--- src/verilog/game_params.svh ---
// Road game tuning constants
// Debounce, pacing, level layout and MAX7219 serial settings
`ifndef GAME_PARAMS_SVH
`define GAME_PARAMS_SVH

// Stable cycles before a button level is accepted
`define DEBOUNCE_LEN 16

// Step period at level 0, halved on every level
`define STEP_BASE_CYCLES 8192
`define LEVEL_COUNT 4
`define PROGRESS_PER_LEVEL 8

// System cycles per serial clock half period
`define SCLK_HALF 2

// MAX7219 intensity register value
`define MAX_INTENSITY 10

`endif

--- src/verilog/game_pkg.sv ---
// Road game types and constants
// Screen enum, matrix row and frame types, fixed images and obstacle table
`default_nettype none

package game_pkg;

	// One matrix row, bit 7 is the leftmost LED
	typedef logic [7:0] row_t;

	// Index 0 is digit 1, the top row
	typedef row_t [0:7] frame_t;

	typedef logic [1:0] level_t;
	typedef logic [2:0] progress_t;

	// Screen FSM states
	typedef enum logic [1:0] {
		SCREEN_SPLASH = 2'd0,
		SCREEN_PLAY   = 2'd1,
		SCREEN_END    = 2'd2
	} screen_e;

	// --------------------
	// Fixed images, top row first
	localparam frame_t SPLASH_IMAGE = {
		8'b00010000, 8'b00000000, 8'b00010000, 8'b00111000,
		8'b01111100, 8'b01111100, 8'b00111000, 8'b00010000
	};

	// Letter E
	localparam frame_t END_IMAGE = {
		8'b00000000, 8'b01111100, 8'b01000000, 8'b01111100,
		8'b01000000, 8'b01111100, 8'b00000000, 8'b00000000
	};

	// --------------------
	// Obstacle rows by progress, rotated left by level
	localparam row_t [0:7] OBSTACLE_TABLE = {
		8'b00011000, 8'b00000000, 8'b11000000, 8'b00000000,
		8'b00000011, 8'b00000000, 8'b00100100, 8'b00000000
	};

	// Car starts in lane 5
	localparam row_t PLAYER_START = 8'b00100000;

endpackage

`default_nettype wire

--- src/verilog/max7219_pkg.sv ---
// MAX7219 controller definitions
// Register address map and serial driver states
`default_nettype none

package max7219_pkg;

	// Register addresses, upper byte of each serial word
	typedef enum logic [7:0] {
		NOOP         = 8'h00,
		DIGIT0       = 8'h01,
		DIGIT1       = 8'h02,
		DIGIT2       = 8'h03,
		DIGIT3       = 8'h04,
		DIGIT4       = 8'h05,
		DIGIT5       = 8'h06,
		DIGIT6       = 8'h07,
		DIGIT7       = 8'h08,
		DECODE_MODE  = 8'h09,
		INTENSITY    = 8'h0A,
		SCAN_LIMIT   = 8'h0B,
		SHUTDOWN     = 8'h0C,
		DISPLAY_TEST = 8'h0F
	} max_reg_e;

	// Driver FSM
	typedef enum logic [1:0] {IDLE, LOAD, SHIFT, GAP} drv_state_e;

endpackage

`default_nettype wire

--- src/verilog/game_if.sv ---
// Game control bundle
// Screen, start pulse, step pulse, level and progress shared in the core
`timescale 1ns/100ps
`default_nettype none

interface game_if;
	import game_pkg::*;

	screen_e   screen;
	// One-cycle pulse on entering play
	logic      start;
	// One-cycle pacing pulse
	logic      step;
	level_t    level;
	progress_t progress;

	modport ctrl (output screen, output start, output level, output progress, input step);
	modport timer (input screen, input level, output step);
	modport field (input screen, input start, input step, input level, input progress);

endinterface

`default_nettype wire

--- src/verilog/button_debounce.sv ---
// Button debouncer
// Filters one active-low push button and pulses press once per press
`timescale 1ns/100ps
`default_nettype none
`include "game_params.svh"

module button_debounce (
	input  logic clock_50,
	input  logic rst,
	input  logic button_n,
	output logic press
);
	localparam int CNT_W = $clog2(`DEBOUNCE_LEN);

	// Two-flop synchronizer, idle high
	logic [1:0]       sync;
	// Accepted level, high means released
	logic             accepted;
	// Cycles the input has disagreed with accepted
	logic [CNT_W-1:0] count;

	always_ff @(posedge clock_50) begin
		if (rst) begin
			sync     <= 2'b11;
			accepted <= 1'b1;
			count    <= '0;
			press    <= 1'b0;
		end else begin
			sync  <= {sync[0], button_n};
			press <= 1'b0;
			if (sync[1] == accepted) begin
				// Bounce back, start over
				count <= '0;
			end else if (count == CNT_W'(`DEBOUNCE_LEN - 1)) begin
				count    <= '0;
				accepted <= sync[1];
				// Strobe on the press edge only
				press    <= !sync[1];
			end else begin
				count <= count + 1'b1;
			end
		end
	end

endmodule

`default_nettype wire

--- src/verilog/game_fsm.sv ---
// Screen state machine
// Splash, play and end screens with level and progress counters
`timescale 1ns/100ps
`default_nettype none
`include "game_params.svh"

module game_fsm (
	input  logic clock_50,
	input  logic rst,
	input  logic start_press,
	game_if.ctrl gif
);
	import game_pkg::*;

	localparam progress_t LAST_PROGRESS = progress_t'(`PROGRESS_PER_LEVEL - 1);
	localparam level_t    LAST_LEVEL    = level_t'(`LEVEL_COUNT - 1);

	always_ff @(posedge clock_50) begin
		if (rst) begin
			gif.screen   <= SCREEN_SPLASH;
			gif.start    <= 1'b0;
			gif.level    <= '0;
			gif.progress <= '0;
		end else begin
			gif.start <= 1'b0;
			case (gif.screen)
				SCREEN_SPLASH: begin
					if (start_press) begin
						// New game from the first row of level 0
						gif.screen   <= SCREEN_PLAY;
						gif.start    <= 1'b1;
						gif.level    <= '0;
						gif.progress <= '0;
					end
				end
				SCREEN_PLAY: begin
					if (gif.step) begin
						if (gif.progress == LAST_PROGRESS) begin
							gif.progress <= '0;
							// Last step of last level ends the game
							if (gif.level == LAST_LEVEL)
								gif.screen <= SCREEN_END;
							else
								gif.level <= gif.level + 1'b1;
						end else begin
							gif.progress <= gif.progress + 1'b1;
						end
					end
				end
				SCREEN_END: begin
					// Back to splash, counters cleared on next start
					if (start_press)
						gif.screen <= SCREEN_SPLASH;
				end
				default: begin
					gif.screen <= SCREEN_SPLASH;
				end
			endcase
		end
	end

endmodule

`default_nettype wire

--- src/verilog/max7219_driver.sv ---
// MAX7219 serial driver
// Sends the init words once, then refreshes all eight digit rows forever
// Each refresh pass works on a frame snapshot taken at its start
`timescale 1ns/100ps
`default_nettype none
`include "game_params.svh"

module max7219_driver (
	input  logic             clock_50,
	input  logic             rst,
	input  game_pkg::frame_t frame,
	output logic             max7219_din,
	output logic             max7219_ncs,
	output logic             max7219_clk
);
	import game_pkg::*;
	import max7219_pkg::*;

	localparam int DIV_W = $clog2(`SCLK_HALF + 1);
	// Words 0..3 are init, 4..11 are digit rows
	localparam logic [3:0] FIRST_DIGIT = 4'd4;
	localparam logic [3:0] LAST_WORD   = 4'd11;

	drv_state_e       state;
	logic [3:0]       word_idx;
	logic [3:0]       bit_cnt;
	logic [DIV_W-1:0] div;
	// Bits still to send, MSB next
	logic [15:0]      shreg;
	frame_t           snapshot;
	max_reg_e         word_addr;
	row_t             word_data;
	logic [2:0]       row_sel;
	logic             half_done;

	assign half_done = (div == DIV_W'(`SCLK_HALF - 1));

	// --------------------
	// Word contents by index
	always_comb begin
		row_sel = 3'(word_idx - FIRST_DIGIT);
		case (word_idx)
			4'd0: begin
				word_addr = DECODE_MODE;
				word_data = 8'h00;
			end
			4'd1: begin
				word_addr = SCAN_LIMIT;
				word_data = 8'h07;
			end
			4'd2: begin
				word_addr = INTENSITY;
				word_data = 8'(`MAX_INTENSITY);
			end
			4'd3: begin
				word_addr = SHUTDOWN;
				word_data = 8'h01;
			end
			default: begin
				word_addr = max_reg_e'(DIGIT0 + row_sel);
				word_data = snapshot[row_sel];
			end
		endcase
	end

	// --------------------
	// Word sequencer and bit shifter
	always_ff @(posedge clock_50) begin
		if (rst) begin
			state       <= IDLE;
			word_idx    <= '0;
			bit_cnt     <= '0;
			div         <= '0;
			max7219_ncs <= 1'b1;
			max7219_clk <= 1'b0;
			max7219_din <= 1'b0;
		end else begin
			case (state)
				IDLE: state <= LOAD;
				LOAD: begin
					// Select chip, first bit out with clk low
					shreg       <= {word_addr[6:0], word_data, 1'b0};
					max7219_din <= word_addr[7];
					max7219_ncs <= 1'b0;
					bit_cnt     <= '0;
					div         <= '0;
					state       <= SHIFT;
				end
				SHIFT: begin
					div <= div + 1'b1;
					if (half_done) begin
						div <= '0;
						if (!max7219_clk) begin
							max7219_clk <= 1'b1;
						end else begin
							// Falling edge, next bit or end of word
							max7219_clk <= 1'b0;
							if (bit_cnt == 4'd15) begin
								max7219_ncs <= 1'b1;
								max7219_din <= 1'b0;
								state       <= GAP;
							end else begin
								bit_cnt     <= bit_cnt + 1'b1;
								max7219_din <= shreg[15];
								shreg       <= {shreg[14:0], 1'b0};
							end
						end
					end
				end
				GAP: begin
					div <= div + 1'b1;
					if (half_done) begin
						div   <= '0;
						state <= LOAD;
						// After init or a full pass start a new refresh
						if (word_idx == FIRST_DIGIT - 1'b1 || word_idx == LAST_WORD) begin
							word_idx <= FIRST_DIGIT;
							snapshot <= frame;
						end else begin
							word_idx <= word_idx + 1'b1;
						end
					end
				end
				default: state <= IDLE;
			endcase
		end
	end

endmodule

`default_nettype wire

--- src/verilog/playfield.sv ---
// Playfield
// Scrolling obstacle rows, player lane and screen content selection
`timescale 1ns/100ps
`default_nettype none

module playfield (
	input  logic             clock_50,
	input  logic             rst,
	input  logic             left_press,
	input  logic             right_press,
	game_if.field            gif,
	output game_pkg::frame_t frame
);
	import game_pkg::*;

	// Road rows, index 0 at the top
	frame_t road;
	// One-hot car position on the bottom row
	row_t   player;
	row_t   table_row;
	row_t   new_row;
	frame_t play_frame;

	// --------------------
	// New top row, table entry rotated left by level
	always_comb begin
		table_row = OBSTACLE_TABLE[gif.progress];
		new_row   = row_t'({table_row, table_row} >> (4'd8 - 4'(gif.level)));
	end

	// Car merged onto the bottom road row
	always_comb begin
		play_frame    = road;
		play_frame[7] = road[7] | player;
	end

	// --------------------
	always_ff @(posedge clock_50) begin
		if (rst || gif.start || gif.screen != SCREEN_PLAY) begin
			// Empty road and car at start outside play
			road   <= '0;
			player <= PLAYER_START;
		end else begin
			// Scroll down, bottom row drops off
			if (gif.step)
				road <= {new_row, road[0:6]};
			// Lane moves saturate at the edges
			if (left_press) begin
				if (!player[7])
					player <= {player[6:0], 1'b0};
			end else if (right_press) begin
				if (!player[0])
					player <= {1'b0, player[7:1]};
			end
		end
	end

	// Registered screen select
	always_ff @(posedge clock_50) begin
		if (rst) begin
			frame <= SPLASH_IMAGE;
		end else begin
			case (gif.screen)
				SCREEN_PLAY: frame <= play_frame;
				SCREEN_END:  frame <= END_IMAGE;
				default:     frame <= SPLASH_IMAGE;
			endcase
		end
	end

endmodule

`default_nettype wire

--- src/verilog/road_game_top.sv ---
// Road game top level
// Three debounced buttons, game core and MAX7219 matrix driver
`timescale 1ns/100ps
`default_nettype none

module road_game_top (
	input  logic clock_50,
	input  logic rst,
	input  logic start_n,
	input  logic left_n,
	input  logic right_n,
	output logic max7219_din,
	output logic max7219_ncs,
	output logic max7219_clk
);
	import game_pkg::*;

	// Press strobes
	logic   start_press;
	logic   left_press;
	logic   right_press;
	// Composed matrix image
	frame_t frame;

	game_if gif ();

	// --------------------
	// Buttons
	button_debounce u_start_db (
		.clock_50 (clock_50),
		.rst      (rst),
		.button_n (start_n),
		.press    (start_press)
	);
	button_debounce u_left_db (
		.clock_50 (clock_50),
		.rst      (rst),
		.button_n (left_n),
		.press    (left_press)
	);
	button_debounce u_right_db (
		.clock_50 (clock_50),
		.rst      (rst),
		.button_n (right_n),
		.press    (right_press)
	);

	// --------------------
	// Game core
	game_fsm u_fsm (
		.clock_50    (clock_50),
		.rst         (rst),
		.start_press (start_press),
		.gif         (gif.ctrl)
	);
	step_timer u_timer (
		.clock_50 (clock_50),
		.rst      (rst),
		.gif      (gif.timer)
	);
	playfield u_field (
		.clock_50    (clock_50),
		.rst         (rst),
		.left_press  (left_press),
		.right_press (right_press),
		.gif         (gif.field),
		.frame       (frame)
	);

	// Matrix output
	max7219_driver u_drv (
		.clock_50    (clock_50),
		.rst         (rst),
		.frame       (frame),
		.max7219_din (max7219_din),
		.max7219_ncs (max7219_ncs),
		.max7219_clk (max7219_clk)
	);

endmodule

`default_nettype wire

--- src/verilog/step_timer.sv ---
// Step timer
// Paces the game with one step pulse per period, period halves per level
`timescale 1ns/100ps
`default_nettype none
`include "game_params.svh"

module step_timer (
	input  logic    clock_50,
	input  logic    rst,
	game_if.timer   gif
);
	import game_pkg::*;

	localparam int CNT_W = $clog2(`STEP_BASE_CYCLES);

	logic [CNT_W-1:0] count;
	// Terminal count for the current level
	logic [CNT_W-1:0] last;

	always_comb begin
		last = CNT_W'((`STEP_BASE_CYCLES >> gif.level) - 1);
	end

	always_ff @(posedge clock_50) begin
		if (rst || gif.screen != SCREEN_PLAY) begin
			// Held idle outside play
			count    <= '0;
			gif.step <= 1'b0;
		end else if (count == last) begin
			count    <= '0;
			gif.step <= 1'b1;
		end else begin
			count    <= count + 1'b1;
			gif.step <= 1'b0;
		end
	end

endmodule

`default_nettype wire
--- config.mk ---
export PLATFORM = sky130hd
export DESIGN_NAME = road_game_top
export DESIGN_NICKNAME = d
export VERILOG_FILES = /design/src/verilog/game_pkg.sv /design/src/verilog/max7219_pkg.sv /design/src/verilog/game_if.sv /design/src/verilog/button_debounce.sv /design/src/verilog/game_fsm.sv /design/src/verilog/max7219_driver.sv /design/src/verilog/playfield.sv /design/src/verilog/road_game_top.sv /design/src/verilog/step_timer.sv
export VERILOG_INCLUDE_DIRS = /design/src /design/src/verilog
export SDC_FILE = /design/constraint.sdc
export NUM_CORES = 1
export LEC_CHECK = 0
export BUFFER_PORTS_ARGS = -buffer_cell sky130_fd_sc_hd__buf_2
export CAP_MARGIN = 40
export CELL_PAD_IN_SITES_DETAIL_PLACEMENT = 1
export CELL_PAD_IN_SITES_GLOBAL_PLACEMENT = 2
export CORE_ASPECT_RATIO = 2
export CORE_UTILIZATION = 43
export CTS_CLUSTER_SIZE = 8
export DETAILED_ROUTE_END_ITERATION = 12
export PLACE_DENSITY = 0.79
export SYNTH_ARGS = -nofsm -noshare
export SYNTH_HDL_FRONTEND = slang
export SYNTH_SLANG_ARGS = --single-unit
--- constraint.sdc ---
create_clock -name clock_50 -period 6.55 [get_ports clock_50]
set_input_delay 0.655 -clock clock_50 [delete_from_list [all_inputs] [get_ports clock_50]]
set_output_delay 0.655 -clock clock_50 [all_outputs]
set_load 0.05 [all_outputs]
==> out/metrics.cfg, run 1 <==
[outcome]
status = finished, final reports clean

[floorplan]
num_rows = 81
initial_core_util_pct = 43.7
coreArea_um2 = 24400
die_width_um = 113
die_h_um = 225
ioPinCount = 8
design.die.area_um2 = 25500

[clocking]
cts-root-buf = clkbuf_16
cts_tree = built
h-tree-depth = 2
cts.clk_slew.worst_paths_ns = 0.05
cts_resized = 0
holdBufCountCts = 0
clock_sinks = 276
clk_latency_ns = 0.51
post_cts_buffers = 0
clock_path_buffers = 3
cts_inserted_buffers = 40

[route]
drt_iter0_drc = 301
dr.pass1.iters = 4
routed_wl_um = 22300
dr_total_vias = 6589
antenna_left = 0
routedWlPerCell_um = 17.3
routed_via_density = 5.12
drc_errors = 0

[worst_setup_path]
end_kind = flop
ff2ff_path_depth = 6
crit_fanout = 22
reg2reg_to = u_timer.count[9]
start_kind = flop
required_ns = 6.92
regToRegSetupSlack_ns = 3.55
r2r-start = u_fsm.gif.level[0]
crit_start = u_fsm.gif.level[0]
critPathKind = reg -> reg
arrival_ns = 3.37

[sta]
fmaxAchievable_ghz = 0.333
drv_slew = 0
tns_ns = 0
fin_crit_sh_pct = 45.9
fin_ws_ns = 3.55
finalHoldViolations = 0
finalSetupViolCount = 0
finalCriticalPeriod_ns = 3.00
clock_skew_ns = 0.0102
rsz0062_at_grt = false
slew_headroom_pct = 46.7
worst_pin_slew_ns = 0.799
hold_slack_ns = 0.333

[power]
p_clk_share_pct = 43.3
p_switching_mw = 1.05
ir_drop_v = 0.000229
p_int_mw = 3.20
seq_power_share_pct = 45.7
p_comb_share_pct = 11.0
powerDensity_nw_per_um2 = 351
sw_frac_of_total_pct = 24.6
p_leak_nw = 4.27
power.total_mw = 4.25

[yosys]
synth.most_common_cell = dfxtp_1
async_flop_share_pct = 0
syn-num-nets = 958
syn-cell-area_um2 = 10700
synthFlopType = dfxtp_1
yosys_register_bits = 276
synthTopCellsByCount = 197 x dfxtp_1, 123 x nor2_1, 79 x edfxtp_1, 74 x mux2i_1, 57 x nand2_1
yosysSeqAreaShare_pct = 59.2
synth_edf_count = 79
syn_avg_cell_area_um2 = 11.5
synth_warnings = 0
synth_cell_type_count = 68
synth_top_area_cell = dfxtp_1
synth_top_area_share_pct = 37.0
synth_area_leaders = dfxtp_1 37%, edfxtp_1 22%, mux2i_1 6.9%, nor2_1 4.3%, mux4_2 3.4%
syn_inst = 928

[global_routing]
antenna_found_initial = 0
grt_max_degree = 65
gr-total-overflow = 0
grt_pass1_wl_um = 36900
grt_pass1_vias = 7132
track_usage_pct = 18.5

[finish]
drive_gt1_share_pct = 10.6
diodes = 0
finalNetCount = 966
area_growth_pct = 13.4
n_fill_cell = 2566
finalNonFillerCells = 1287

[placement]
pre_cts_slack_ns = 3.52
place_congestion = 0.767
hpwl_um = 15600
dp_cells = 1226
portBuffers = 7

[min_path]
whs_endpoint = u_right_db.sync[0]
hp-class = in -> reg
hp-start = right_n
min_path_cells = 2

[flow_run]
cap_violations = 0

[worst max-delay path, stage by stage, from the launching register on]
cell and delay (ns):
dfxtp_1 0.77, inv_1 0.24, ha_1 0.54, xnor2_1 0.31, or4b_1 0.47, o21ai_2 0.43, nor2_1 0.10
[power by group through the flow]
stage                     Combinational, mW  Clock, mW  Sequential [mW]
after global placement                0.464          0             1.97
after global routing                  0.525       1.96             1.95
after detailed placement              0.471          0             1.97
after floorplan                       0.347          0             1.96
after CTS                             0.479       1.89             1.94
final                                 0.468       1.84             1.94
[per-stage QoR]
stage,util [%],cell area (um2)
floorplan,-,10700
global placement,44.8,11000
detailed placement,44.9,11000
CTS,49.5,12100
global route,49.5,12100
finish,49.5,12100
[area by class of cell]
cell class / count / area (um2) / share of cell area (%)
multi-input cells: 578 / 4040 / 33.4
well taps: 332 / 415 / 3.43
clock buffers: 58 / 1070 / 8.83
repair buffers: 17 / 118 / 0.972
inverters: 23 / 86.3 / 0.714
flip-flops and latches: 276 / 6320 / 52.2
clock inverters: 3 / 55.1 / 0.455
[placed cells by master (no fill, tap or decap), drive strengths merged, types with 3 or more instances in the layout]
cell type / count
a211oi: 5
a21o: 17
a21oi: 24
a221oi: 3
a22oi: 8
a31oi: 3
and2: 36
and2b: 3
and3: 8
buf: 17
clkbuf: 58
dfxtp: 197
edfxtp: 79
ha: 25
inv: 23
mux2: 3
mux2i: 74
mux4: 16
nand2: 57
nand2b: 16
nand3: 21
nand4: 3
nor2: 123
nor2b: 9
nor3: 9
nor3b: 4
nor4b: 4
o211a: 3
o211ai: 3
o21ai: 26
o221ai: 3
o22ai: 4
or2: 8
xnor2: 16
xor2: 12
[logic make-up (layout without fill, tap and decap cells)]
logic type,count (synthesis),count (layout),synth area share [%]
simple gates,314,314,14.4
flops,276,276,59.2
compound gates,118,118,7.49
mux,93,93,10.6
buf+inv,74,101,3.05
xor+xnor,28,28,2.30
fa+ha+maj,25,25,2.93
[registers in the layout, summed over array words and instances, names as in the netlist, 3 cells and up]
signal              flops
u_drv.bit_cnt           4
u_timer.count          13
u_drv.snapshot         64
u_field.road            8
u_field.player          8
u_drv.shreg            15
u_fsm.gif.progress      3
u_right_db.count        4
u_field.play_frame     56
u_start_db.count        4
u_drv.word_idx          4
u_field.frame          64
u_left_db.count         4
[routing by layer]
layer	up-vias	wire [um]	GRT usage, %
met1	3233	8230	18.4
met2	73	12800	37.0
met5	-	0	0
li1	3240	-	-
met4	0	819	8.40
met3	43	427	2.32
[how the worst max path moves through the flow]
stage                             end  slack (ns)
floorplan           u_drv.snapshot[0]        0.59
global placement    u_timer.count[12]        3.62
detailed placement   u_timer.count[9]        3.52
CTS                  u_timer.count[9]        3.52
global route        u_timer.count[11]        3.25
finish               u_timer.count[9]        3.55
(Power assumes the default switching activity.)
==> run 2, diff against run 1 <==
--- a/config.mk
+++ b/config.mk
@@ -6,12 +6,13 @@
 export SDC_FILE = /design/constraint.sdc
 export NUM_CORES = 1
 export LEC_CHECK = 0
+export ABC_AREA = 1
 export BUFFER_PORTS_ARGS = -buffer_cell sky130_fd_sc_hd__buf_2
 export CAP_MARGIN = 40
 export CELL_PAD_IN_SITES_DETAIL_PLACEMENT = 1
 export CELL_PAD_IN_SITES_GLOBAL_PLACEMENT = 2
 export CORE_ASPECT_RATIO = 2
-export CORE_UTILIZATION = 43
+export CORE_UTILIZATION = 39
 export CTS_CLUSTER_SIZE = 8
 export DETAILED_ROUTE_END_ITERATION = 12
 export PLACE_DENSITY = 0.79
==> constraint.sdc (replaced) <==
create_clock -name clock_50 -period 3 [get_ports clock_50]
set_input_delay 0.3 -clock clock_50 [delete_from_list [all_inputs] [get_ports clock_50]]
set_output_delay 0.3 -clock clock_50 [all_outputs]
set_load 0.05 [all_outputs]
==> out/metrics.cfg, run 2 <==
[route]
drt_iter0_drc = 261  ; -13%
dr.pass1.iters = 4  ; unchanged
antenna_left = 0  ; unchanged
routed_via_density = 4.84  ; -5.5%
routedWlPerCell_um = 15.7  ; -9.1%
dr_total_vias = 7848  ; +19%
drc_errors = 0  ; unchanged
routed_wl_um = 25500  ; +14%

[placement]
dp_cells = 1558  ; +27%
place_congestion = 0.779  ; +1.6%
hpwl_um = 18200  ; +16%
portBuffers = 7  ; unchanged
place_area_um2 = 11100  ; +1.3%

[sta]
worst_pin_slew_ns = 0.782  ; -0.0175 ns
finalSetupViolCount = 0  ; unchanged
tns_ns = 0  ; unchanged
slew_headroom_pct = 47.7  ; +0.97 points
finalCriticalPeriod_ns = 2.17  ; -0.829 ns
finalHoldViolations = 0  ; unchanged
drv_slew = 0  ; unchanged
fmaxAchievable_ghz = 0.460  ; +38%
rsz0062_at_grt = false
clock_skew_ns = 0.0124  ; +0.00219 ns
fin_crit_sh_pct = 72.5  ; +27 points

[yosys]
yosysSeqAreaShare_pct = 58.7  ; -0.50 points
synthFlopType = dfxtp_1
synth_warnings = 0  ; unchanged
synth.most_common_cell = nand2_1
synth_top_area_share_pct = 36.6  ; -0.31 points
synth_top_area_cell = dfxtp_1
syn_avg_cell_area_um2 = 8.68  ; -25%
syn-cell-area_um2 = 10800  ; +0.86%
synthTopCellsByCount = 306 x nand2_1, 197 x dfxtp_1, 173 x nor2_1, 106 x inv_1, 96 x nand3_1
synth_cell_type_count = 36  ; -47%
syn-num-nets = 1270  ; +33%
synth_edf_count = 79  ; unchanged
syn_inst = 1240  ; +34%
async_flop_share_pct = 0  ; unchanged
yosys_register_bits = 276  ; unchanged
synth_area_leaders = dfxtp_1 37%, edfxtp_1 22%, nand2_1 11%, nor2_1 6.0%, nand3_1 4.5%

[worst_setup_path]
start_kind = flop
arrival_ns = 2.60  ; -0.77 ns
required_ns = 3.42  ; -3.50 ns
regToRegSetupSlack_ns = 0.83  ; -2.72 ns
r2r-start = u_fsm.gif.level[0]
critPathKind = reg -> reg
crit_fanout = 10  ; -55%
worstSetupEndpoint = u_field.play_frame[58]
end_kind = flop
crit_start = u_fsm.gif.level[0]
ff2ff_path_depth = 9  ; +3
reg2reg_to = u_field.play_frame[58]

[min_path]
hp-start = rst
hp-class = in -> reg

[global_routing]
grt_pass1_wl_um = 41700  ; +13%
track_usage_pct = 18.9  ; +0.37 points
grt_pass1_vias = 8256  ; +16%
grt_max_degree = 65  ; unchanged
gr-total-overflow = 0  ; unchanged
antenna_found_initial = 0  ; unchanged

[clocking]
clock_sinks = 276  ; unchanged
cts_tree = built
clk_latency_ns = 0.53  ; +0.02 ns
cts_inserted_buffers = 40  ; unchanged
h-tree-depth = 2  ; unchanged
cts-root-buf = clkbuf_16
clock_path_buffers = 3  ; unchanged
cts_resized = 0  ; unchanged
cts.clk_slew.worst_paths_ns = 0.05  ; about the same

[floorplan]
num_rows = 85  ; +4.9%
coreArea_um2 = 27000  ; +11%
design.die.area_um2 = 28300  ; +11%
ioPinCount = 8  ; unchanged
die_h_um = 237  ; +5.4%
initial_core_util_pct = 39.8  ; -3.8 points
die_width_um = 119  ; +5.4%

[flow_run]
cap_violations = 0  ; unchanged

[finish]
area_growth_pct = 14.1
final_common_cell = nand2_1
fin_area_um2 = 12300  ; +1.5%
finalNonFillerCells = 1622  ; +26%
multi_input_area_um2 = 3760  ; -6.8%
drive_gt1_share_pct = 7.22  ; -3.4 points
finalNetCount = 1285  ; +33%
most-common-layout-cells = 306 x nand2_1, 196 x dfxtp_1, 173 x nor2_1, 106 x inv_1, 96 x nand3_1
n_fill_cell = 3163  ; +23%
diodes = 0  ; unchanged
area.sequential_um2 = 6320  ; about the same

[outcome]
status = finished, final reports clean

[power]
ir_drop_v = 0.000499  ; +120%
power.total_mw = 10.0  ; +140%
p_leak_nw = 4.68  ; +9.5%
powerDensity_nw_per_um2 = 818  ; +130%

run 2: cell types whose count changed after synthesis, moves of 50 or more:
cell / change
mux2i_1: -74
nor2_1: +50
inv_1: +84
nand3_1: +76
nand2_1: +249
a21oi_1: +71
run 2: how the worst min path moves through the flow:
stage | end | slack (ns) | cells past startpoint
after global routing | u_right_db.accepted | 0.23 | 3
after floorplan | u_drv.snapshot[0] | 0.39 | 0
after global placement | u_drv.snapshot[28] | 0.39 | 0
after CTS | u_right_db.accepted | 0.21 | 3
after detailed placement | u_drv.snapshot[15] | 0.39 | 0
final | u_right_db.accepted | 0.22 | 3
run 2: area by class of cell:
class	count	share of cell area, %
Timing Repair Buffer	25	1.65
Clock inverter	3	0.387
Tap cell	348	3.55
Sequential cell	276	51.4
Inverter	113	3.49
Clock buffer	58	8.86
Multi-Input combinational cell	799	30.6
run 2: timing repair:
| action | 4_1_cts | 5_1_grt |
|---|---|---|
| setup buffers | 0 | 0 |
| endpoints found under the hold margin | 3 | 0 |
| hold buffers | 3 | 0 |
run 2: cells by family (layout without fill, tap and decap cells):
logic type                 after synthesis  in the layout  share of synthesized area (%)
buffers and inverters                  165            199                           6.46
xor gates and xnor gates                21             21                           1.71
DFF                                    276            276                           58.7
adders and majority gates               25             25                           2.91
and+or+nand+nor                        606            606                           23.2
AOI/OAI and AO/OA                      147            147                           7.02
run 2: per-stage QoR:
stage	utilization, %	hold WS, ns	worst slack [ns]
floorplan	-	0.386	0.294
global placement	41.1	0.386	0.791
detailed placement	41.1	0.390	0.795
CTS	45.5	0.212	0.790
global route	45.5	0.231	0.620
finish	45.5	0.221	0.826
run 2: power breakdown:
group | internal, mW | switching (mW) | leakage, nW
Combinational | 0.489 | 1.25 | 1.82
Clock | 2.49 | 1.56 | 0.547
Sequential | 4.15 | 0.114 | 2.32
run 2: worst max-delay path: stages (launching register included):
cell,delay [ns]
dfxtp_1,0.44
inv_1,0.20
ha_1,0.51
clkinv_1,0.32
nand3_1,0.21
o21ai_0,0.13
nand2_1,0.08
nand3_1,0.08
nand2_1,0.08
inv_1,0.03
run 2: layer usage:
metal	up-vias	share of wire, %	track usage [%]
li1	3986	-	-
met1	3717	35	17.2
met2	86	58	38.4
met3	59	2.9	3.18
met4	0	4.1	9.43
met5	-	0	0
